[src/hdl/dm_pkg.sv]
/* shared sizes, boot table and encodings for the line-organized data memory
   host addresses are 64 bits wide but only the low 16 are ever nonzero */

package dm_pkg;

    ////////////////////////////////////////////////////////////////////////////
    // sizes
    ////////////////////////////////////////////////////////////////////////////
    localparam int word_w     = 32;   // data word
    localparam int addr_w     = 16;   // byte address
    localparam int ex_addr_w  = 64;   // host address, upper bits tied low
    localparam int num_banks  = 16;   // words per line
    localparam int line_w     = num_banks * word_w;
    localparam int line_idx_w = 10;   // addr[15:6]
    localparam int num_lines  = 1 << line_idx_w;
    localparam int bank_sel_w = 4;    // addr[5:2]

    // byte step between consecutive words
    localparam logic [addr_w-1:0] word_bytes = 4;

    ////////////////////////////////////////////////////////////////////////////
    // boot blocks
    ////////////////////////////////////////////////////////////////////////////
    localparam int num_blocks  = 17;
    localparam int block_cnt_w = $clog2(num_blocks);

    // fetched in this order, 16 words each
    localparam logic [addr_w-1:0] block_addrs [0:num_blocks-1] = '{
        16'h1000, 16'h1040, 16'h1100, 16'h1140,
        16'h2000, 16'h2040, 16'h2100, 16'h2140,
        16'h3000, 16'h3040, 16'h3100, 16'h3140,
        16'h4000, 16'h4040, 16'h4100, 16'h4140,
        16'h0100
    };

    ////////////////////////////////////////////////////////////////////////////
    // encodings
    ////////////////////////////////////////////////////////////////////////////
    typedef enum logic [1:0] {
        IDLE  = 2'b00,
        READ  = 2'b01,
        WRITE = 2'b11    // host interface code, not issued here
    } host_op_t;

    typedef enum logic [1:0] {
        LD_IDLE,
        LD_WAIT,
        LD_STREAM,
        LD_DONE
    } load_state_t;

endpackage
[src/hdl/dm_port_steer.sv]
/* write arbitration and bank decode, loader wins over the accelerator
   an accelerator write lost to the loader is dropped and gets no done */
`timescale 1ns/10ps

module dm_port_steer (
    input  logic                            clk,
    input  logic                            rst_n,
    input  logic                            ld_wr_en,
    input  logic [dm_pkg::addr_w-1:0]       ld_wr_addr,
    input  logic [dm_pkg::word_w-1:0]       ld_wr_data,
    input  logic [dm_pkg::addr_w-1:0]       accel_addr,
    input  logic [dm_pkg::word_w-1:0]       accel_wrt_data,
    input  logic                            accel_wrt_en,
    input  logic                            accel_rd_en,
    output logic [dm_pkg::num_banks-1:0]    bank_wr_en,
    output logic [dm_pkg::line_idx_w-1:0]   wr_line,
    output logic [dm_pkg::word_w-1:0]       wr_data,
    output logic [dm_pkg::line_idx_w-1:0]   rd_line,
    output logic                            rd_pending,
    output logic                            accel_wrt_done
);

    logic [dm_pkg::addr_w-1:0]       wr_addr;
    logic [dm_pkg::bank_sel_w-1:0]   wr_bank;
    logic                            wr_any;
    logic                            accel_accept;

    ////////////////////////////////////////////////////////////////////////////
    // write path
    ////////////////////////////////////////////////////////////////////////////
    assign accel_accept = accel_wrt_en & ~ld_wr_en;
    assign wr_any       = ld_wr_en | accel_wrt_en;

    assign wr_addr = ld_wr_en ? ld_wr_addr : accel_addr;
    assign wr_data = ld_wr_en ? ld_wr_data : accel_wrt_data;

    assign wr_bank = wr_addr[dm_pkg::bank_sel_w+1:2];                   // word within line
    assign wr_line = wr_addr[dm_pkg::addr_w-1 -: dm_pkg::line_idx_w];   // line index

    // one hot bank enable
    always_comb begin
        bank_wr_en          = '0;
        bank_wr_en[wr_bank] = wr_any;
    end

    // done follows the edge that did the write
    always_ff @(posedge clk or negedge rst_n) begin
        if (!rst_n) begin
            accel_wrt_done <= 1'b0;
        end else begin
            accel_wrt_done <= accel_accept;
        end
    end

    ////////////////////////////////////////////////////////////////////////////
    // read path
    ////////////////////////////////////////////////////////////////////////////
    assign rd_line    = accel_addr[dm_pkg::addr_w-1 -: dm_pkg::line_idx_w];
    assign rd_pending = accel_rd_en;   // gather captures on this

endmodule

[config.mk]
export PLATFORM = sky130hd
export DESIGN_NAME = dm_port_steer
export DESIGN_NICKNAME = d
export VERILOG_FILES = /design/src/hdl/dm_pkg.sv /design/src/hdl/dm_port_steer.sv
export SDC_FILE = /design/constraint.sdc
export NUM_CORES = 1
export LEC_CHECK = 0
export ABC_AREA = 0
export BUFFER_PORTS_ARGS = -buffer_cell sky130_fd_sc_hd__buf_2
export CAP_MARGIN = 40
export CELL_PAD_IN_SITES_DETAIL_PLACEMENT = 0
export CELL_PAD_IN_SITES_GLOBAL_PLACEMENT = 2
export CORE_ASPECT_RATIO = 1.75
export CORE_MARGIN = 2
export CORE_UTILIZATION = 10
export CTS_CLUSTER_DIAMETER = 80
export CTS_CLUSTER_SIZE = 20
export DETAILED_ROUTE_END_ITERATION = 6
export PLACE_DENSITY = 0.79
export REMOVE_ABC_BUFFERS = 1
export SLEW_MARGIN = 0
export SYNTH_ARGS = -nofsm -noshare
export SYNTH_HDL_FRONTEND = slang
export SYNTH_SLANG_ARGS = --single-unit
[constraint.sdc]
create_clock -name clk -period 0.98 [get_ports clk]
set_clock_uncertainty 0.2 [all_clocks]
set_input_delay 0.098 -clock clk [delete_from_list [all_inputs] [get_ports clk]]
set_output_delay 0.098 -clock clk [all_outputs]
set_load 0.05 [all_outputs]
==> impl_results.md <==
- IO Count: 171
- Initial antenna violation count: 0
- Clk pwr share: 0%
- Slew HR: 66.9%
- Largest stage delay on the critical path: 0.59 ns
- Top Registers: accel_wrt_done: 1 flops
- Net switching fraction of the power: 55.2%
- Combinational power share: 97.5%
- Net Switching: 0.976 mW
- Least-Margin Pin Slew: 0.499 ns
- Die ar.: 0.00967 sq mm
- Worst-path fanout max: 4
- Area occupied by multi-input gates: 838 sq um
- Antenna cell count: 0
- Synth Register Bits: 1
- Critical path's slowest cell: or4b_4
- CP Data Required Time: 0.68 ns
- Grt ovf: 0
- Violated checks: setup timing
- Cells along the critical path: buf_6, or4b_4, a22oi_2, buf_6
- Largest reg by FF count: accel_wrt_done
- Hold_ws: 0.198 ns
- Worst VDD drop: 0.385 mV
- Final min period: 1.46 ns
- CP startpoint kind: primary input
- Min-delay worst type: primary input to register
- Worst setup EP type: primary output
- Sequential power share: 2.5%
- Register Area: 25.0 sq um
- Via count: 1491
- Drt via density: 3.90
- Global Route Usage Sum: 9.36%
- Register area share after synthesis: 2.82%
- Critical path class: primary input to primary output
- Largest net degree at the start of global routing: 23
- Critical path buffer and inverter count: 2
- RSZ-0062 raised after global routing: yes
- DRC errors left: 0
- Yosys warns: 0
- Post-synth cell types: 16
- Syn Area/Cell: 9.54 sq um
- Max Cap Violations: 0
- Drt wl/cell: 14.4 um
- Fmax: 683 MHz
- Total power: 1.77 mW
- Iter 0 DRT Violations: 27
- Commonest non-fill, non-tap cell in the layout: buf_2
- Most frequent cells in the layout: 102 x buf_2, 51 x buf_6, 36 x mux2_2, 16 x buf_4, 12 x a22oi_2
- Final setup viols: 58
- Nets: 368
- Layout Utilization: 29.7%
- Clk pin slew, worst setup/hold paths: 0 ns
- Outcome: complete, but fails checks
- Layout area overhead: 191%
- Final Slew Violations: 0
- Pint: 0.792 mW
- PwrDens: 686 mW/mm^2
- Antenna Nets Post-Route: 0
- WP data arrival: 1.17 ns
- Core Region: 0.00867 sq mm
- Chip Width: 75.2 um
- 1st-pass router iterations: 4
- Global-route wire length before repair: 7120 um
- Largest register FFs: 1
- FP Rows: 45
- Die Height: 129 um
- Pleak: 1.25 nW
- Layout cell share with drive strength beyond 1: 93.6%
- Drt total wl: 5520 um
- CP dominant cell by count: buf_6
- Fillcell total: 950
- Cell count after synthesis: 93
- Final GP Congestion: 0.812
- Mapped cell area: 887 sq um
- Number of global-route vias before repair: 1564
- Tcrit/Tclk final: 149%
- Starting Density: 10.2%
- Hold Vio Cnt, Final: 0
- Worst setup margin: -0.485 ns
- Top delay family on crit path: simple AND/OR/NAND/NOR gates
- Post-DP HPWL: 4120 um
- PortBufs: 164
## per-layer routing
layer / vias to the layer above / wire (um) / track usage (%)
li1: 706 / - / -
met1: 686 / 2010 / 11.4
met3: 0 / 427 / 1.49
met5: - / 0 / 0
met4: 0 / 0 / 0.206
met2: 99 / 3080 / 17.8
## area by class of cell
cell class / instances / area share [%]
sequential: 1 / 0.971
tap: 117 / 5.68
multi-input combinational: 75 / 32.5
timing repair buffer: 189 / 60.8
## power groups by stage
stage | sequential [mW] | combinational (mW) | clock [mW]
detailed placement | 0.0445 | 1.31 | 0
CTS | 0.0445 | 1.60 | 0
floorplan | 0.0523 | 0.776 | 0
global route | 0.0450 | 1.80 | 0
finish | 0.0446 | 1.72 | 0
global placement | 0.0445 | 1.31 | 0
## path summary, 6_finish.rpt
| kind | from | endpoint | slack, ns | cells past startpoint |
|---|---|---|---|---|
| min | ld_wr_en | accel_wrt_done | 0.20 | 3 |
| max in group asynchronous | rst_n | accel_wrt_done | 0.29 | 2 |
| min in group asynchronous | rst_n | accel_wrt_done | 0.21 | 2 |
| max | accel_addr[4] | bank_wr_en[0] | -0.48 | 4 |
## what timing repair did
item | in CTS | in global routing
pin swaps | 10 | 4
hold endpoints to repair | 2 | 0
setup buffers | 3 | 3
gates cloned | 0 | 6
resized for setup | 131 | 25
hold buffers | 2 | 0
endpoints found under the setup margin | 58 | 59
## cell usage after synthesis
master	number	area, sq um
buf_4	11	82.6
nor2b_1	1	6.26
a22oi_2	1	12.5
or3b_4	2	22.5
dfrtp_1	1	25.0
nand4bb_1	2	22.5
nand3b_1	5	37.5
buf_6	1	11.3
nand4b_1	1	8.76
buf_2	5	25.0
or3_1	1	6.26
a22oi_1	15	113
or4b_4	1	13.8
or3b_1	2	17.5
mux2_2	42	473
nand3_1	2	10.0
## cell families after synthesis
family                 count (synthesis)  synth area share [%]
AO/OA/AOI/OAI                         16                  14.1
buffers and inverters                 17                  13.4
flip-flops                             1                  2.82
multiplexers                          42                  53.3
AND/OR/NAND/NOR                       17                  16.4
## metrics by stage
| step | cells | cell area (sq um) | setup slack (ns) | TNS, ns |
|---|---|---|---|---|
| 6_report | 382 | 2580 | -0.485 | -24.38 |
| 5_1_grt | 382 | 2580 | -0.549 | -26.29 |
| 4_1_cts | 373 | 2330 | -0.505 | -21.55 |
| 3_5_place_dp | 368 | 1850 | -0.708 | -33.70 |
| 3_3_place_gp | 368 | 1850 | -0.710 | -33.61 |
| 2_1_floorplan | 76 | 768 | -0.814 | -10.40 |
(Power assumes the default switching activity.)
