==> src/hdl/dm_pkg.sv <==
/* shared sizes, boot table and encodings for the line-organized data memory
   host addresses are 64 bits wide but only the low 16 are ever nonzero */

package dm_pkg;

    ////////////////////////////////////////////////////////////////////////////
    // sizes
    ////////////////////////////////////////////////////////////////////////////
    localparam int word_w     = 32;   // data word
    localparam int addr_w     = 16;   // byte address
    localparam int ex_addr_w  = 64;   // host address, upper bits tied low
    localparam int num_banks  = 16;   // words per line
    localparam int line_w     = num_banks * word_w;
    localparam int line_idx_w = 10;   // addr[15:6]
    localparam int num_lines  = 1 << line_idx_w;
    localparam int bank_sel_w = 4;    // addr[5:2]

    // byte step between consecutive words
    localparam logic [addr_w-1:0] word_bytes = 4;

    ////////////////////////////////////////////////////////////////////////////
    // boot blocks
    ////////////////////////////////////////////////////////////////////////////
    localparam int num_blocks  = 17;
    localparam int block_cnt_w = $clog2(num_blocks);

    // fetched in this order, 16 words each
    localparam logic [addr_w-1:0] block_addrs [0:num_blocks-1] = '{
        16'h1000, 16'h1040, 16'h1100, 16'h1140,
        16'h2000, 16'h2040, 16'h2100, 16'h2140,
        16'h3000, 16'h3040, 16'h3100, 16'h3140,
        16'h4000, 16'h4040, 16'h4100, 16'h4140,
        16'h0100
    };

    ////////////////////////////////////////////////////////////////////////////
    // encodings
    ////////////////////////////////////////////////////////////////////////////
    typedef enum logic [1:0] {
        IDLE  = 2'b00,
        READ  = 2'b01,
        WRITE = 2'b11    // host interface code, not issued here
    } host_op_t;

    typedef enum logic [1:0] {
        LD_IDLE,
        LD_WAIT,
        LD_STREAM,
        LD_DONE
    } load_state_t;

endpackage
==> src/hdl/dm_line_gather.sv <==
/* assembles the 16 bank words into one line, valid one cycle after the request
   line data holds until the next read */
`timescale 1ns/10ps

module dm_line_gather (
    input  logic                                          clk,
    input  logic                                          rst_n,
    input  logic                                          rd_pending,
    input  logic [dm_pkg::num_banks-1:0][dm_pkg::word_w-1:0] bank_q,
    output logic [dm_pkg::line_w-1:0]                     accel_rd_data,
    output logic                                          accel_rd_valid
);

    // bank i lands at bits 32i upward
    always_ff @(posedge clk) begin
        if (rd_pending) begin
            for (int i = 0; i < dm_pkg::num_banks; i++) begin
                accel_rd_data[i*dm_pkg::word_w +: dm_pkg::word_w] <= bank_q[i];
            end
        end
    end

    always_ff @(posedge clk or negedge rst_n) begin
        if (!rst_n) begin
            accel_rd_valid <= 1'b0;
        end else begin
            accel_rd_valid <= rd_pending;  // single cycle per request
        end
    end

endmodule

==> config.mk <==
export PLATFORM = sky130hd
export DESIGN_NAME = dm_line_gather
export DESIGN_NICKNAME = d
export VERILOG_FILES = /design/src/hdl/dm_pkg.sv /design/src/hdl/dm_line_gather.sv
export SDC_FILE = /design/constraint.sdc
export NUM_CORES = 1
export LEC_CHECK = 0
export ABC_AREA = 1
export BUFFER_PORTS_ARGS = -buffer_cell sky130_fd_sc_hd__buf_4
export CAP_MARGIN = 20
export CORE_AREA = 2 2 400 402
export DETAILED_ROUTE_END_ITERATION = 16
export DIE_AREA = 0 0 402 404
export GPL_TIMING_DRIVEN = 0
export SYNTH_ARGS = -nofsm -noshare
export SYNTH_HDL_FRONTEND = slang
export SYNTH_SLANG_ARGS = --single-unit
==> constraint.sdc <==
create_clock -name clk -period 0.8 [get_ports clk]
set_input_delay 0 -clock clk [delete_from_list [all_inputs] [get_ports clk]]
set_output_delay 0 -clock clk [all_outputs]
set_load 0.1 [all_outputs]
==> results of run 1 <==
## cells in the mapped netlist (all sizes together)
cell and number:
dfrtp 1, edfxtp 512
## kinds of logic after synthesis
family  Yosys count  synth area share
flops           513              1.00
## per-stage QoR
step	worst slack (ps)	cell area, um2	std cells	TNS, ps	util
floorplan	-104	15400	513	-53260	-
global placement	-4870	25700	3612	-2414030	0.163
detailed placement	-1830	25800	3616	-510260	0.164
==> results.yml, run 1 <==
status:
  status: "aborted with a tool error"
  stop_stage: "clock tree synthesis (4_1_cts)"
  firstError: "[ERROR RSZ-0060] Max buffer count reached."
synth:
  yosysTopAreaCell: "edfxtp_1"
  ys_seq_area_frac: 1.00
  yosys_warnings: 0
  synth_area_leaders: "edfxtp_1, dfrtp_1"
  avgSynthCellArea_um2: 30.0
  yosysUniqueCellTypes: 2
  syn_area_um2: 15400
  ys_seq_elements: 513
  syn_inst: 513
  syn-num-nets: 1028
  synth_top_area_share: 0.998
clock_tree:
  hold_buffers: 748
  root_buffer: "clkbuf_16"
  cts.path.max_buffers: 3
  cts_resized: 544
  post_cts_buffers: 0
  cts.sinks: 513
  cts_buffers: 60
  htreeDepth: 2
floorplan:
  initial_utilization: 0.0976
  boundaryPins: 1028
  floorplan.rows: 146
  fp.dieH_um: 404
  die_width_um: 402
placement:
  io_buffers: 1027
  hpwl_um: 48900
  routabilityCongestion: 0.866
==> run 2, diff against run 1 <==
- CORE_AREA: 2 2 400 402 -> 2 2 401 403
- DIE_AREA: 0 0 402 404 -> 0 0 403 405
- PLACE_DENSITY_LB_ADDON: default -> 0.15
- clock period: 0.8 -> 1.04 ns (I/O delays scaled with it)
==> run 2 against run 1 <==
Compared with the run above:
- synthesized cell count unchanged
- the flow now finishes, with violations (negative hold slack, negative setup slack)
- area after synthesis did not move
==> results.yml, run 2 <==
critical_path:
  slowest_delay_ps: 450
  crit_chain: "buf_6"
  critPathSlowestCell: "edfxtp_1"
  criticalPathCategory: "reg -> out"
  crit_fanout: 1
  cp.required_ps: 1040
  worstPathBufferInverterCount: 1
  crit_arrival_ps: 1290
  cp-start-kind: "flip-flop"
  path_delay_family: "flip-flops"
  end_kind: "primary output"
layout:
  top_register: "accel_rd_data"
  final_util: 0.228
  top_regs: "accel_rd_data (512), accel_rd_valid (1)"
  multi_input_area_um2: 0
  area_growth_syn_to_layout_pct: 136
  nNetsFinal: 2762
  final_cell_mix: "dlygate4sd3_1, buf_4, edfxtp_1"
  drive_above_1_share: 0.487
  layout.cells.non_filler: 4383
  layout_commonest_cell: "dlygate4sd3_1"
  largest_reg_flops: 512
  multi_input_gates: 0
synth:
  syn_area_um2: 15400
  yosys-mux-area-fraction: 0
  synthAdderAreaFrac: 0
  synth-compound-area-share: 0
  synth_top_area_share: 0.998
  avgSynthCellArea_um2: 30.0
  yosysTopAreaCell: "edfxtp_1"
  ys_seq_elements: 513
  async_flop_share: 0.00195
  synth_area_leaders: "edfxtp_1, dfrtp_1"
  synth_xor_area_frac: 0
  ys_seq_area_frac: 1.00
  synth_edf_count: 512
  synth-simple-area-share: 0
  syn_inst: 513
  yosysUniqueCellTypes: 2
  syn-num-nets: 1028
  synth_ff_type: "edfxtp_1"
  synth_most_common_cell: "edfxtp_1"
  yosys_warnings: 0
  synth_top_cells_by_count: "edfxtp_1, dfrtp_1"
worst_hold_path:
  holdCritPathClass: "in -> reg"
pwr:
  irDropWorstVdd_v: 0.00144
  p_sw_frac: 0.353
  clkPwrFrac: 0.332
  pwr-share-seq: 0.377
  p_int_w: 0.0436
  comb_power_share: 0.290
  leakagePower_nw: 14.4
  netSwitchingPower_w: 0.0238
  p_per_area_nw_per_um2: 1850
detailed_routing:
  routed_wl_um: 62700
  drtPass1Iterations: 6
  via_count: 12051
  vias_per_cell: 2.75
  wl_per_cell_um: 14.3
  drtIter0Drc: 436
  drtAntennaViolNets: 0
  drc: 0
clock_tree:
  root_buffer: "clkbuf_16"
  cts.path.max_buffers: 3
  cts.sinks: 513
  hold_buffers: 628
  cts_buffers: 68
  path_clk_slew_ps: 50
  htreeDepth: 3
  cts_tree: "built"
sta:
  setup_viol: 567
  min_period_ps: 1290
  final.setup.worst_slack_ps: -251
  relSlewSlack: 0.596
  finalMaxSlewViolations: 0
  rsz0062_at_grt: "yes"
  hold_viol: 50
  worstMarginPinSlew_ps: 607
  finalCritPeriodShare: 1.24
  max_freq_ghz: 0.774
  whs_ps: -248
floorplan:
  die_width_um: 403
  initial_utilization: 0.0967
  core-area_um2: 159000
  fp.dieH_um: 405
  die_area_um2: 163000
  floorplan.rows: 147
  boundaryPins: 1028
grt:
  antenna_found_initial: 5
  grt_overflow: 0
  grt_start_max_net_pins: 91
  grt_pass1_vias: 13812
  grt_pass1_wl_um: 87700
  track_usage: 0.0729
run:
  max-cap-violations: 0
placement:
  dp_cells: 3631
  hpwl_um: 43800
  routabilityCongestion: 0.708
  io_buffers: 1027
status:
  violations: "negative hold slack, negative setup slack"
  status: "finished, violations left"
==> run 2: cell counts after synthesis <==
No cell type changed its count.
==> run 2: power by group through the flow <==
stage	sequential (W)	clock (W)	combinational, W
2_1_floorplan	0.0372	0	0
3_3_place_gp	0.0257	0	0.0165
3_5_place_dp	0.0255	0	0.0166
4_1_cts	0.0254	0.0235	0.0197
5_1_grt	0.0256	0.0243	0.0201
6_report	0.0254	0.0224	0.0195
==> run 2: cells by family after synthesis <==
kind of cell	count (synthesis)
flip-flops	513
==> run 2: final cells by class <==
class                   count  area, um2
flip-flops and latches    513      15400
clock buffers              96       1850
repair buffers           1664      16300
well taps                2086       2610
fillers                 16840     123000
diodes                      4       10.0
clock inverters            20        204
==> run 2: per-stage QoR <==
| stage | area, um2 | worst slack [ps] | total power [W] | setup TNS (ps) | hold slack, ps |
|---|---|---|---|---|---|
| detailed placement | 25900 | -1260 | 0.0420 | -312290 | -223 |
| CTS | 36300 | -378 | 0.0686 | -139780 | -315 |
| global route | 36400 | -361 | 0.0699 | -144020 | -305 |
| finish | 36400 | -251 | 0.0673 | -91060 | -248 |
| floorplan | 15400 | 136 | 0.0372 | 0 | -296 |
| global placement | 25700 | -4490 | 0.0422 | -2220450 | -221 |
==> run 2: per-layer routing <==
metal | wire (um) | GRT usage | vias up | share of wire
met5 | 30 | 0 | - | 0.00048
met4 | 2110 | 0.0308 | 4 | 0.034
met3 | 7180 | 0.0407 | 106 | 0.11
met2 | 32100 | 0.127 | 606 | 0.51
met1 | 21200 | 0.0705 | 5739 | 0.34
li1 | - | - | 5596 | -
==> run 2: path summary, 6_finish.rpt <==
kind / slack, ps / start / cells after the start / to
worst min-delay path: -250 / rd_pending / 1 / accel_rd_data[248]
worst max-delay path: -250 / accel_rd_data[156] / 1 / accel_rd_data[156]
min in group asynchronous: 280 / rst_n / 3 / accel_rd_valid
max in group asynchronous: 660 / rst_n / 3 / accel_rd_valid
==> run 2: timing repair <==
| item | 4_1_cts | 5_1_grt |
|---|---|---|
| gates cloned | 4 | 0 |
| endpoints found under the hold margin | 595 | 63 |
| endpoints found under the setup margin | 736 | 567 |
| resized for setup | 520 | 17 |
| buffers inserted | 0 | 0 |
Note: power is estimated with default switching activity, not from simulation.
==> run 3, diff against run 2 <==
==> constraint.sdc (replaced) <==
create_clock -name clk -period 1.04 [get_ports clk]
set_input_delay 0.156 -clock clk [delete_from_list [all_inputs] [get_ports clk]]
set_output_delay 0.156 -clock clk [all_outputs]
set_load 0.1 [all_outputs]
==> run 3 against run 2 <==
Compared with the run above:
- the flow still finishes with violations (negative hold slack, negative setup slack)
- first-iteration DRC count is 21% lower
- largest power group unchanged
- sequential power about the same
- critical path depth stayed put
- clock-buffer cell count unchanged
- via count fell by 3.5%
- die area unchanged
- wire length shrank 0.54%
==> results.yml, run 3 (same netlist as run 2, synthesis figures left out) <==
status:
  status: "finished, violations left"
  violations: "negative hold slack, negative setup slack"
sta:
  final.setup.worst_slack_ps: -408
  finalCritPeriodShare: 1.39
  max_freq_ghz: 0.690
  hold_viol: 38
  worstMarginPinSlew_ps: 372
  setup-tns-final_ps: -167980
  min_period_ps: 1450
  finalMaxSlewViolations: 0
  rsz0062_at_grt: "yes"
  setup_viol: 515
  whs_ps: -85.0
  relSlewSlack: 0.752
layout:
  top_regs: "accel_rd_data (512), accel_rd_valid (1)"
  top_register: "accel_rd_data"
  multi_input_gates: 0
  drive_above_1_share: 0.514
  layout_commonest_cell: "dlygate4sd3_1"
  final_cell_mix: "dlygate4sd3_1, buf_4, edfxtp_1"
  multi_input_area_um2: 0
  nNetsFinal: 2652
  largest_reg_flops: 512
  layout.cells.non_filler: 4272
  area_growth_syn_to_layout_pct: 130
detailed_routing:
  drtIter0Drc: 346
  vias_per_cell: 2.72
  drc: 0
  via_count: 11634
  drtAntennaViolNets: 0
  drtPass1Iterations: 4
  wl_per_cell_um: 14.6
  routed_wl_um: 62300
critical_path:
  crit_fanout: 1
  cp.required_ps: 880
  slowest_delay_ps: 440
  crit_arrival_ps: 1290
  worstPathBufferInverterCount: 1
  cp-start-kind: "flip-flop"
  path_delay_family: "flip-flops"
  crit_chain: "buf_6"
  criticalPathCategory: "reg -> out"
  critPathSlowestCell: "edfxtp_1"
  end_kind: "primary output"
worst_hold_path:
  min-delay-start: "rd_pending"
  holdCritPathClass: "in -> reg"
  holdPathEnd: "accel_rd_data[248]"
  min_path_cells: 1
placement:
  dp_cells: 3631
  hpwl_um: 43800
  routabilityCongestion: 0.708
  dp_slack_ps: -1420
  io_buffers: 1027
clock_tree:
  htreeDepth: 3
  post_cts_buffers: 0
  root_buffer: "clkbuf_16"
  hold_buffers: 514
  cts.sinks: 513
  cts.path.max_buffers: 3
  cts_tree: "built"
  path_clk_slew_ps: 50
  cts_buffers: 68
pwr:
  leakagePower_nw: 14.0
  p_per_area_nw_per_um2: 1900
  irDropWorstVdd_v: 0.00142
floorplan:
  floorplan.rows: 147
  initial_utilization: 0.0967
  fp.dieH_um: 405
  boundaryPins: 1028
  die_area_um2: 163000
  core-area_um2: 159000
  die_width_um: 403
grt:
  grt_pass1_vias: 13396
  grt_start_max_net_pins: 58
  grt_pass1_wl_um: 86900
  grt_overflow: 0
  track_usage: 0.0727
  antenna_found_initial: 4
run:
  max-cap-violations: 0
-- run 3: per-stage QoR --
| stage | power, W | area, um2 | hold WS, ps | utilization |
|---|---|---|---|---|
| 2_1_floorplan | 0.0372 | 15400 | -140 | - |
| 3_3_place_gp | 0.0422 | 25700 | -65.4 | 0.161 |
| 3_5_place_dp | 0.0420 | 25900 | -66.7 | 0.162 |
| 4_1_cts | 0.0683 | 35300 | -137 | 0.221 |
| 5_1_grt | 0.0696 | 35400 | -134 | 0.222 |
| 6_report | 0.0671 | 35400 | -85.0 | 0.222 |
-- run 3: how the worst max path moves through the flow --
stage	slack, ps	startpoint	end	depth (start not counted)
floorplan	-20	accel_rd_data[0]	accel_rd_data[0]	0
global placement	-4640	rd_pending	accel_rd_data[157]	1
detailed placement	-1420	rd_pending	accel_rd_data[159]	4
CTS	-530	accel_rd_data[106]	accel_rd_data[106]	1
global route	-520	accel_rd_data[62]	accel_rd_data[62]	1
finish	-410	accel_rd_data[106]	accel_rd_data[106]	1
-- run 3: final cells by class --
class                   instances  area, um2
repair buffers               1554      15300
clock buffers                  96       1850
well taps                    2086       2610
flip-flops and latches        513      15400
diodes                          3       7.51
clock inverters                20        204
fillers                     16941     124000
-- run 3: repair_timing --
item / CTS / global route
endpoints found under the hold margin: 563 / 50
gates resized for setup: 521 / 18
gates cloned: 8 / 0
setup endpoints to repair: 810 / 516
-- run 3: per-layer routing --
layer	routed length [um]	part of all wire	track usage
met3	7210	0.12	0.0406
met4	2000	0.032	0.0292
met5	30	0.00048	0
met2	32000	0.51	0.127
met1	21100	0.34	0.0708
-- run 3: power by group --
| group | switching [W] | internal [W] | leakage [nW] | total [W] |
|---|---|---|---|---|
| combinational | 0.0137 | 0.00562 | 7.97 | 0.0193 |
| clock | 0.00929 | 0.0131 | 0.987 | 0.0224 |
| sequential | 0.000763 | 0.0246 | 5.02 | 0.0254 |
