[src/hdl/dm_pkg.sv]
/* shared sizes, boot table and encodings for the line-organized data memory
   host addresses are 64 bits wide but only the low 16 are ever nonzero */

package dm_pkg;

    ////////////////////////////////////////////////////////////////////////////
    // sizes
    ////////////////////////////////////////////////////////////////////////////
    localparam int word_w     = 32;   // data word
    localparam int addr_w     = 16;   // byte address
    localparam int ex_addr_w  = 64;   // host address, upper bits tied low
    localparam int num_banks  = 16;   // words per line
    localparam int line_w     = num_banks * word_w;
    localparam int line_idx_w = 10;   // addr[15:6]
    localparam int num_lines  = 1 << line_idx_w;
    localparam int bank_sel_w = 4;    // addr[5:2]

    // byte step between consecutive words
    localparam logic [addr_w-1:0] word_bytes = 4;

    ////////////////////////////////////////////////////////////////////////////
    // boot blocks
    ////////////////////////////////////////////////////////////////////////////
    localparam int num_blocks  = 17;
    localparam int block_cnt_w = $clog2(num_blocks);

    // fetched in this order, 16 words each
    localparam logic [addr_w-1:0] block_addrs [0:num_blocks-1] = '{
        16'h1000, 16'h1040, 16'h1100, 16'h1140,
        16'h2000, 16'h2040, 16'h2100, 16'h2140,
        16'h3000, 16'h3040, 16'h3100, 16'h3140,
        16'h4000, 16'h4040, 16'h4100, 16'h4140,
        16'h0100
    };

    ////////////////////////////////////////////////////////////////////////////
    // encodings
    ////////////////////////////////////////////////////////////////////////////
    typedef enum logic [1:0] {
        IDLE  = 2'b00,
        READ  = 2'b01,
        WRITE = 2'b11    // host interface code, not issued here
    } host_op_t;

    typedef enum logic [1:0] {
        LD_IDLE,
        LD_WAIT,
        LD_STREAM,
        LD_DONE
    } load_state_t;

endpackage
[src/hdl/dm_loader.sv]
/* boot loader, pulls the 17 data blocks from the host after ready
   host strobes are trusted as is, a block must be exactly 16 words */
`timescale 1ns/10ps

module dm_loader (
    input  logic                           clk,
    input  logic                           rst_n,
    input  logic                           ready,
    input  logic                           rd_valid,
    input  logic                           tx_done,
    input  logic [dm_pkg::word_w-1:0]      ex_wrt_data,
    output dm_pkg::host_op_t               op,
    output logic [dm_pkg::ex_addr_w-1:0]   ex_addr,
    output logic                           ld_wr_en,
    output logic [dm_pkg::addr_w-1:0]      ld_wr_addr,
    output logic [dm_pkg::word_w-1:0]      ld_wr_data,
    output logic                           load_done
);

    dm_pkg::load_state_t              state;
    dm_pkg::load_state_t              next_state;
    logic [dm_pkg::block_cnt_w-1:0]   blk_cnt;
    logic [dm_pkg::addr_w-1:0]        base_addr;    // base of current block
    logic [dm_pkg::addr_w-1:0]        stream_addr;  // next word while streaming
    logic                             last_block;

    assign base_addr  = dm_pkg::block_addrs[blk_cnt];
    assign last_block = (blk_cnt == dm_pkg::block_cnt_w'(dm_pkg::num_blocks - 1));

    ////////////////////////////////////////////////////////////////////////////
    // state and counters
    ////////////////////////////////////////////////////////////////////////////
    always_ff @(posedge clk or negedge rst_n) begin
        if (!rst_n) begin
            state <= dm_pkg::LD_IDLE;
        end else begin
            state <= next_state;
        end
    end

    always_ff @(posedge clk or negedge rst_n) begin
        if (!rst_n) begin
            blk_cnt <= '0;
        end else if (state == dm_pkg::LD_STREAM && tx_done && !last_block) begin
            blk_cnt <= blk_cnt + 1'b1;
        end
    end

    // word 0 goes to the base, so streaming starts one word in
    always_ff @(posedge clk or negedge rst_n) begin
        if (!rst_n) begin
            stream_addr <= '0;
        end else if (state == dm_pkg::LD_WAIT) begin
            stream_addr <= base_addr + dm_pkg::word_bytes;
        end else if (state == dm_pkg::LD_STREAM) begin
            stream_addr <= stream_addr + dm_pkg::word_bytes;
        end
    end

    ////////////////////////////////////////////////////////////////////////////
    // next state
    ////////////////////////////////////////////////////////////////////////////
    always_comb begin
        next_state = state;
        case (state)
            dm_pkg::LD_IDLE: begin
                if (ready) begin
                    next_state = dm_pkg::LD_WAIT;
                end
            end
            dm_pkg::LD_WAIT: begin
                if (rd_valid) begin
                    next_state = dm_pkg::LD_STREAM;
                end
            end
            dm_pkg::LD_STREAM: begin
                // tx_done comes with word 15
                if (tx_done) begin
                    next_state = last_block ? dm_pkg::LD_DONE : dm_pkg::LD_WAIT;
                end
            end
            default: begin
                next_state = dm_pkg::LD_DONE;  // parked for good
            end
        endcase
    end

    ////////////////////////////////////////////////////////////////////////////
    // host request and memory writes
    ////////////////////////////////////////////////////////////////////////////
    always_comb begin
        op         = dm_pkg::IDLE;
        ex_addr    = '0;
        ld_wr_en   = 1'b0;
        ld_wr_addr = stream_addr;
        case (state)
            dm_pkg::LD_WAIT: begin
                op         = dm_pkg::READ;
                ex_addr    = {{(dm_pkg::ex_addr_w - dm_pkg::addr_w){1'b0}}, base_addr};
                ld_wr_en   = rd_valid;   // word 0 arrives with rd_valid
                ld_wr_addr = base_addr;
            end
            dm_pkg::LD_STREAM: begin
                op       = dm_pkg::READ;
                ex_addr  = {{(dm_pkg::ex_addr_w - dm_pkg::addr_w){1'b0}}, base_addr};
                ld_wr_en = 1'b1;         // one word every cycle
            end
            default: begin
                op = dm_pkg::IDLE;
            end
        endcase
    end

    assign ld_wr_data = ex_wrt_data;
    assign load_done  = (state == dm_pkg::LD_DONE);

endmodule

[config.mk]
export PLATFORM = sky130hd
export DESIGN_NAME = dm_loader
export DESIGN_NICKNAME = d
export VERILOG_FILES = /design/src/hdl/dm_pkg.sv /design/src/hdl/dm_loader.sv
export SDC_FILE = /design/constraint.sdc
export NUM_CORES = 1
export LEC_CHECK = 0
export ABC_CLOCK_PERIOD_IN_PS = 3500
export BUFFER_PORTS_ARGS = -buffer_cell sky130_fd_sc_hd__buf_4
export CAP_MARGIN = 20
export CORE_MARGIN = 10
export CORE_UTILIZATION = 40
export DETAILED_ROUTE_END_ITERATION = 8
export MAX_ROUTING_LAYER = met4
export PLACE_DENSITY_LB_ADDON = 0.1
export SLEW_MARGIN = 20
export SYNTH_ARGS = -nofsm -noshare
export SYNTH_HDL_FRONTEND = slang
export SYNTH_SLANG_ARGS = --single-unit
[constraint.sdc]
create_clock -name clk -period 3.5 [get_ports clk]
set_input_delay 0.175 -clock clk [delete_from_list [all_inputs] [get_ports clk]]
set_output_delay 0.175 -clock clk [all_outputs]
set_load 0.005 [all_outputs]
==> results of run 1 <==
## per-stage QoR
stage,setup slack (ns),hold slack (ns)
detailed placement,1.40,0.0902
global placement,1.44,0.0917
CTS,1.35,0.252
global route,1.18,0.308
floorplan,1.32,-0.121
finish,1.39,0.256
## per-layer routing
layer	GRT usage (%)	wire, um	vias to the layer above
met5	-	0	-
met4	1.41	16	0
met3	3.12	371	2
met2	16.5	2220	53
met1	10.8	1780	634
li1	-	-	650
## synthesized netlist by cell type (3+ instances only)
master	count	share of area, %
buf_4	94	33
dfrtp_1	21	24
inv_1	16	2.8
nand2_1	11	1.9
nor2_1	10	1.7
nor2b_1	10	2.9
ha_1	9	5.2
o21ai_0	9	2.1
xnor2_1	7	2.8
nand4_1	5	1.4
a21oi_1	4	0.93
a22o_1	4	1.6
and2_1	4	1.2
clkbuf_1	4	0.69
nand3_1	4	0.93
mux2i_1	3	1.4
nor4_2	3	1.7
## path summary, 6_finish.rpt
kind                            slack, ns        from         endpoint
worst max-delay path                 1.39    state[1]    ld_wr_addr[6]
worst min-delay path                 0.26    rd_valid         state[0]
worst max register to register       1.39    state[1]  stream_addr[12]
worst min register to register       0.50  blk_cnt[3]       blk_cnt[3]
max in group asynchronous            2.95       rst_n  stream_addr[12]
min in group asynchronous            0.32       rst_n   stream_addr[6]
## report_power, final
group	leakage [nW]	internal (W)	switching, W
Clock	0.0255	0.0000795	0.0000887
Sequential	0.264	0.000327	0.000107
Combinational	0.725	0.000436	0.000452
Total	1.01	0.000842	0.000648
## state kept, by name, indices dropped and copies added (netlist names)
register,flops
state,2
stream_addr,14
blk_cnt,5
## worst reg2reg max path, delay by kind of cell (launching register included)
kind          cells  cell delay [ns]
fa+ha+maj         2             0.50
buf+inv           1             0.08
xor+xnor          1             0.10
simple gates      3             0.67
flops             1             0.40
mux               1             0.26
## layout make-up
cell class	instances	area, um2
clock buffer	3	41.3
clock inverter	1	5.00
fill	573	3180
inverter	17	63.8
multi-input combinational	172	1050
sequential	21	526
tap	70	87.6
timing repair buffer	29	220
## cell families after synthesis
logic type	Yosys count
flops	21
mux	5
simple gates	60
buf+inv	118
compound gates	27
other cells	1
xor+xnor	9
fa+ha+maj	9
## timing repair
item | in CTS | in global routing
setup endpoints to repair | 0 | 0
endpoints found under the hold margin | 21 | 0
hold buffers | 1 | 0
buffers inserted | 0 | 0
==> run summary, run 1 <==
Register-to-Register Path Depth: 8
Final worst-path cycle share: 60.4%
Largest net degree at the start of global routing: 26
Post-route insts no fill: 313
Max-slew violations: 0
Clk slew on worst S/H paths: 0.08 ns
Cell count after placement: 308
Starting density of the core: 41.8%
Post-CTS sizing: 0
Cell leakage power: 1.01 nW
Largest family of logic cells by synthesized area: buffers and inverters
Number of global-route vias before repair: 1311
Area grow syn2layout: -7.64%
PD cells: 747 nW/um2
CP required: 3.32 ns
Arrival time of the worst setup path: 1.94 ns
Worst path cell trace: inv_1 -> ha_1 -> buf_4 -> inv_2 -> a22oi_1 -> inv_1 -> buf_4
Gpl congestion: 0.732
FF+latch count, synth: 21
Status: completed
Cell variety after synth: 43
Initial DRC Count: 40
Critical Path Fanout Max: 25
Port Buffers: 26
Startpoint types: flip-flop
Drt wl/cell: 14.0 um
Main synth FF type: dfrtp_1
Most frequent cells in the layout: 62 x conb_1, 28 x buf_4, 21 x dfrtp_1
Slowest CP cell: dfrtp_1
Post-Synth Adder-Cell Area: 5.21%
Peak VDD IR: 0.474 mV
Ys async rst share: 100%
Post-layout min period: 2.11 ns
DIE WIDTH: 93.5 um
Yosys warnings: 0
Xor and xnor area share after synthesis: 3.65%
Instance count on the critical path: 7
Vias/cell: 4.28
TritonCTS clock tree: built
Core area: 5170 um2
GRT Total Usage: 9.61%
Synth Area in Compound Gates: 8.22%
Commonest non-fill, non-tap cell in the layout: conb_1
Total wire length: 4390 um
Via Count: 1339
Utilization after layout: 38.6%
Grt ovf: 0
Antenna Nets Post-Route: 0
Detailed Place HPWL: 3590 um
Crit-path max cell delay: 0.42 ns
Crit end category: output port
TritonCTS Sinks: 21
I/O Pins: 153
Residual DRC count: 0
Clk Latency, worst-skew pair: 0.27 ns
Root Driver: clkbuf_8
Crit path max-delay family: buffers and inverters
Die area: 8740 um2
RSZ-0062 raised after global routing: false
Synth Area per Inst: 8.64 um2
Hold WC Path Type: in2reg
EDFF count, synth: 0
Final Hold Violating Endpoints: 0
Die H: 93.5 um
Layout cells sized above 1: 18.5%
Final Power: 0.00149 W
Diodes inserted: 0
Cts bufs inserted: 3
Post-synthesis mux area share: 2.43%
Final net count: 290
Final Setup Violations: 0
Clk buf depth: 2
DR pass1 iterations: 4
CP Buf/Inv Count: 5
First-pass GRT wire length: 6720 um
Cells after Synth: 250
Worst Setup Path Type: reg2out
Sequential element share of the synthesized area: 24.3%
Fmax: 473 MHz
Initial antenna violation count: 0
Post-DP Area: 1940 um2
H-tree levels: 1
Skew final: 0.0111 ns
TNS Setup: 0 ns
Post-synthesis cell area: 2160 um2
Simple-gate share of the synthesized area: 18.4%
Max-cap viol count: 0
Row cnt: 26
Hold path depth: 4
Design Area, Final: 2000 um2
Power figures use the tool's default switching activity.
==> run 2, diff against run 1 <==
--- a/config.mk
+++ b/config.mk
@@ -5,7 +5,8 @@
 export SDC_FILE = /design/constraint.sdc
 export NUM_CORES = 1
 export LEC_CHECK = 0
-export ABC_CLOCK_PERIOD_IN_PS = 3500
+export ABC_AREA = 1
+export ABC_CLOCK_PERIOD_IN_PS = 2200
 export BUFFER_PORTS_ARGS = -buffer_cell sky130_fd_sc_hd__buf_4
 export CAP_MARGIN = 20
 export CORE_MARGIN = 10
==> constraint.sdc (replaced) <==
create_clock -name clk -period 2.2 [get_ports clk]
set_input_delay 0.11 -clock clk [delete_from_list [all_inputs] [get_ports clk]]
set_output_delay 0.11 -clock clk [all_outputs]
set_load 0.005 [all_outputs]
==> run summary, run 2 <==
Final Hold Violating Endpoints: 0 (unchanged)
Hold WC Path Type: in2out
Largest registers in the final layout: stream_addr x14, blk_cnt x5, state x2
Most frequent cells in the layout: 62 x conb_1, 38 x nand2_1, 28 x inv_1, 28 x buf_4, 21 x dfrtp_1
Top cells by area, synth: buf_4 32%, dfrtp_1 24%, nand2_1 6.5%, ha_1 5.2%, inv_1 4.8%
Fmax: 493 MHz
Max-slew violations: 0 (unchanged)
Cell taking the most area after synthesis: buf_4
Clk Latency, worst-skew pair: 0.27 ns (about the same)
Residual DRC count: 0 (unchanged)
Crit end category: output port
Most numerous cell in the Yosys netlist: buf_4
Detailed Place HPWL: 3930 um (+9.4%)
Commonest non-fill, non-tap cell in the layout: conb_1
Biggest register: stream_addr
Die H: 93.9 um (+0.41%)
CP required: 2.09 ns (-1.23 ns)
Diodes inserted: 0 (unchanged)
TritonCTS clock tree: built
Final Setup Violations: 0 (unchanged)
Cell variety after synth: 33 (-23%)
DIE WIDTH: 93.9 um (+0.41%)
Yosys top cell area share: 32.3% (-0.34 points)
Cells after Synth: 285 (+14%)
Grt ovf: 0 (unchanged)
Post-CTS setup buffer count: 0 (unchanged)
I/O Pins: 153 (unchanged)
Gpl congestion: 0.818 (+12%)
Worst Setup Path Type: reg2out
First-pass GRT wire length: 7580 um (+13%)
Hold path depth: 0 (-4)
Sequential element share of the synthesized area: 24.1% (-0.25 points)
Initial antenna violation count: 0 (unchanged)
Largest net degree at the start of global routing: 22 (-15%)
Root Driver: clkbuf_8
RSZ-0062 raised after global routing: false
FF+latch count, synth: 21 (unchanged)
EDFF count, synth: 0 (unchanged)
Worst hold slack: 0.220 ns (-0.0358 ns)
Number of global-route vias before repair: 1531 (+17%)
Core area: 5200 um2 (+0.63%)
Post-layout min period: 2.03 ns
Post-synthesis cell area: 2180 um2 (+1.0%)
Peak VDD IR: 0.664 mV (+40%)
TNS Setup: 0 ns (unchanged)
Final Power: 0.00256 W (+72%)
Final net count: 328 (+13%)
Fill cells: 597 (+4.2%)
Port Buffers: 26 (unchanged)
Arrival time of the worst setup path: 1.92 ns (-0.02 ns)
Max-cap viol count: 0 (unchanged)
Status: completed
Drt wl/cell: 13.7 um (-1.9%)
Die area: 8810 um2 (+0.81%)
H-tree levels: 1 (unchanged)
Post-DP Area: 1970 um2 (+1.5%)
Layout cells sized above 1: 20.3% (+1.8 points)
DR pass1 iterations: 4 (unchanged)
Clk buf depth: 2 (unchanged)
Vias/cell: 4.16 (-2.7%)
Antenna Nets Post-Route: 0 (unchanged)
Cts bufs inserted: 3 (unchanged)
TritonCTS Sinks: 21 (unchanged)
Yosys warnings: 0 (unchanged)
Ys async rst share: 100% (unchanged)
Total wire length: 4830 um (+10%)
Cell leakage power: 1.09 nW (+7.2%)
Row cnt: 26 (unchanged)
Critical Path Fanout Max: 18 (-28%)
Skew final: 0.00533 ns (-0.00574 ns)
PD cells: 1260 nW/um2 (+69%)
Initial DRC Count: 61 (+53%)
Starting density of the core: 41.9% (+0.17 points)
Synth cell count leaders: 94 x buf_4, 38 x nand2_1, 28 x inv_1
Main synth FF type: dfrtp_1
Max reg flops: 14 (unchanged)
Startpoint types: flip-flop
GRT Total Usage: 11.0% (+1.4 points)
Clk slew on worst S/H paths: 0.09 ns (about the same)
Via Count: 1461 (+9.1%)
Synth Area per Inst: 7.66 um2 (-11%)
Register-to-Register Path Depth: 9 (+1)
Design Area, Final: 2030 um2 (+1.5%)
Area grow syn2layout: -7.22%
Final worst-path cycle share: 92.2%
## run 2: final cells by class
cell class                      count  area (um2)  share of cell area (%)
Clock inverter                      1        5.00                   0.247
Clock buffer                        3        41.3                    2.04
Inverter                           30         115                    5.68
Timing Repair Buffer               29         220                    10.9
Tap cell                           70        87.6                    4.32
Sequential cell                    21         526                    25.9
Multi-Input combinational cell    197        1030                    50.9
## run 2: path summary, 6_finish.rpt
kind	start	endpoint	slack [ns]
max	state[1]	ld_wr_addr[8]	0.17
min	ex_wrt_data[0]	ld_wr_data[0]	0.22
max reg2reg	state[1]	stream_addr[8]	0.26
min reg2reg	stream_addr[13]	stream_addr[13]	0.49
max in group asynchronous	rst_n	stream_addr[10]	1.70
min in group asynchronous	rst_n	blk_cnt[4]	0.27
## run 2: metrics by stage
step / std cells / worst slack (ns) / util [%]
after floorplan: 346 / 0.332 / -
after global placement: 346 / 0.331 / 37.8
final: 351 / 0.171 / 38.9
after CTS: 351 / 0.167 / 38.9
after global routing: 351 / 0.0432 / 38.9
after detailed placement: 346 / 0.273 / 37.8
## run 2: cell families after synthesis
family	count (synthesis)	share of synthesized area, %
AOI/OAI and AO/OA	23	6.25
xor gates and xnor gates	7	2.81
adders and majority gates	9	5.16
buffers and inverters	128	39.2
DFF	21	24.1
other	1	0.172
and+or+nand+nor	96	22.3
## run 2: repair_timing
| action | in CTS | in global routing |
|---|---|---|
| gates resized for setup | 0 | 0 |
| hold buffers | 1 | 0 |
| endpoints found under the hold margin | 21 | 0 |
## run 2: layer usage
metal	vias to the layer above	share of wire, %	track usage (%)
met3	10	8.8	3.12
met5	-	0	-
met1	674	44	12.2
met4	0	1.4	4.43
met2	57	46	18.2
li1	720	-	-
## run 2: where the power goes
part / total, W / leakage [nW] / switching [W] / internal (W)
clock network: 0.000267 / 0.0255 / 0.000141 / 0.000127
registers: 0.000667 / 0.264 / 0.000134 / 0.000533
logic: 0.00163 / 0.799 / 0.000999 / 0.000627
total: 0.00256 / 1.09 / 0.00127 / 0.00129
## run 2: critical path, cell delays in order (launching register included)
cell     delay [ns]
dfrtp_1        0.40
inv_1          0.10
ha_1           0.38
inv_4          0.19
o21ai_1        0.39
buf_4          0.19
==> run 3, diff against run 2 <==
==> constraint.sdc (replaced) <==
create_clock -name clk -period 2.2 [get_ports clk]
set_input_delay 0.44 -clock clk [delete_from_list [all_inputs] [get_ports clk]]
set_output_delay 0.44 -clock clk [all_outputs]
set_load 0.005 [all_outputs]
==> run summary, run 3 (same netlist as run 2, synthesis figures left out) <==
Hold_buf cts: 0 (-1)
Cell leakage power: 1.09 nW (+0.26%)
Vias/cell: 4.09 (-1.7%)
Worst R2R Start: state[1]
Largest net degree at the start of global routing: 22 (unchanged)
Arrival time of the worst setup path: 1.58 ns (-0.34 ns)
Max-slew violations: 0 (unchanged)
TNS Setup: 0 ns (unchanged)
Grt ovf: 0 (unchanged)
GRT Total Usage: 10.7% (-0.31 points)
Clk buf depth: 2 (unchanged)
Die area: 8810 um2 (unchanged)
Peak VDD IR: 0.499 mV (-25%)
Area of the multi-input gates: 1040 um2 (+1.2%)
PD cells: 1280 nW/um2 (+1.1%)
Port Buffers: 26 (unchanged)
Area grow syn2layout: -6.48%
Post-route insts no fill: 352 (+0.28%)
Crit. Startpoint: state[1]
FF-to-FF setup slack: 0.37 ns (+0.11 ns)
Number of global-route vias before repair: 1522 (-0.59%)
Final Setup Violations: 0 (unchanged)
Post-CTS setup buffer count: 0 (unchanged)
Crit end category: output port
Register-to-Register Path Depth: 11 (+2)
Root Driver: clkbuf_8
Final net count: 329 (+0.30%)
Max-cap viol count: 0 (unchanged)
Antenna Nets Post-Route: 0 (unchanged)
Critical Path Fanout Max: 7 (-11)
Clk slew on worst S/H paths: 0.08 ns (about the same)
Max reg flops: 14 (unchanged)
Utilization after layout: 39.2% (+0.31 points)
Status: completed
Row cnt: 26 (unchanged)
Worst Setup Path Type: reg2out
Clk Latency, worst-skew pair: 0.26 ns (about the same)
Cts bufs inserted: 3 (unchanged)
Residual DRC count: 0 (unchanged)
H-tree levels: 1 (unchanged)
CP required: 1.76 ns (-0.33 ns)
Fill cells: 563 (-5.7%)
Diodes inserted: 0 (unchanged)
Starting density of the core: 41.9% (unchanged)
Gpl congestion: 0.821 (+0.32%)
Total wire length: 4750 um (-1.6%)
Detailed Place HPWL: 3950 um (+0.44%)
Final Hold Violating Endpoints: 0 (unchanged)
Hold WC Path Type: in2async
Initial DRC Count: 61 (unchanged)
Die H: 93.9 um (unchanged)
Final worst-path cycle share: 91.6% (-0.62 points)
Biggest register: stream_addr
Setup WS pre-CTS: 0.274 ns (+0.000679 ns)
FF/Latch Area: 526 um2 (unchanged)
First-pass GRT wire length: 7490 um (-1.3%)
I/O Pins: 153 (unchanged)
Worst hold slack: 0.0605 ns (-0.160 ns)
Cell count after placement: 348 (+0.58%)
Post-layout min period: 2.02 ns (-0.0137 ns)
DIE WIDTH: 93.9 um (unchanged)
Startpoint types: flip-flop
Commonest non-fill, non-tap cell in the layout: conb_1
TritonCTS Sinks: 21 (unchanged)
Fmax: 496 MHz (+0.68%)
Skew final: 0.00372 ns (-0.00161 ns)
Setup ws final: 0.184 ns (+0.0137 ns)
Drt wl/cell: 13.5 um (-1.9%)
Core area: 5200 um2 (unchanged)
Initial antenna violation count: 0 (unchanged)
TritonCTS clock tree: built
Via Count: 1440 (-1.4%)
Most frequent cells in the layout: 62 x conb_1, 38 x nand2_1, 30 x buf_4
Layout cells sized above 1: 20.9% (+0.64 points)
DR pass1 iterations: 4 (unchanged)
Largest registers in the final layout: stream_addr x14, blk_cnt x5, state x2
RSZ-0062 raised after global routing: false
[run 3: changes by cell type in the layout (fill, tap and decap cells not counted), sizes merged]
| cell | previous run | this run |
|---|---|---|
| buf | 28 | 30 |
| clkbuf | 3 | 4 |
| clkinv | 1 | 0 |
| dlygate4sd3 | 1 | 0 |
[run 3: final cells by class]
type	count	share of cell area, %
repair buffers	30	11.0
multi-input cells	197	51.1
flip-flops and latches	21	25.7
well taps	70	4.29
inverters	30	5.64
clock buffers	4	2.21
[run 3: report_power, final]
group / switching (W) / internal [W] / total [W]
logic: 0.000995 / 0.000681 / 0.00168
clock network: 0.000129 / 0.000129 / 0.000258
registers: 0.000141 / 0.000532 / 0.000674
total: 0.00127 / 0.00134 / 0.00261
[run 3: path summary, 6_finish.rpt]
check                                       end
worst max-delay path             ld_wr_addr[12]
worst min-delay path                 blk_cnt[4]
worst max register to register  stream_addr[14]
worst min register to register  stream_addr[13]
max in group asynchronous              state[1]
min in group clk                stream_addr[13]
[run 3: worst max-delay path, stage by stage, from the launching register on]
cell	delay, ns
dfrtp_1	0.41
inv_1	0.14
ha_4	0.21
buf_4	0.19
nand3_1	0.11
o21ai_2	0.10
buf_4	0.14
[run 3: through the flow]
step	instance area, um2	total power (W)
after global routing	2040	0.00289
after CTS	2030	0.00264
after floorplan	2410	0.00183
final	2040	0.00261
after detailed placement	1980	0.00237
after global placement	1980	0.00239
[run 3: repair_timing]
item                       4_1_cts  5_1_grt
gates cloned                     0        0
setup endpoints to repair        3        2
resized for setup                1        1
[run 3: metal layers]
layer	global-route usage [%]	share of wire [%]	vias to the layer above
met2	16.8	46	59
li1	-	-	720
met1	12.5	43	649
met5	-	0	-
met4	4.43	1.2	0
met3	3.04	10	12
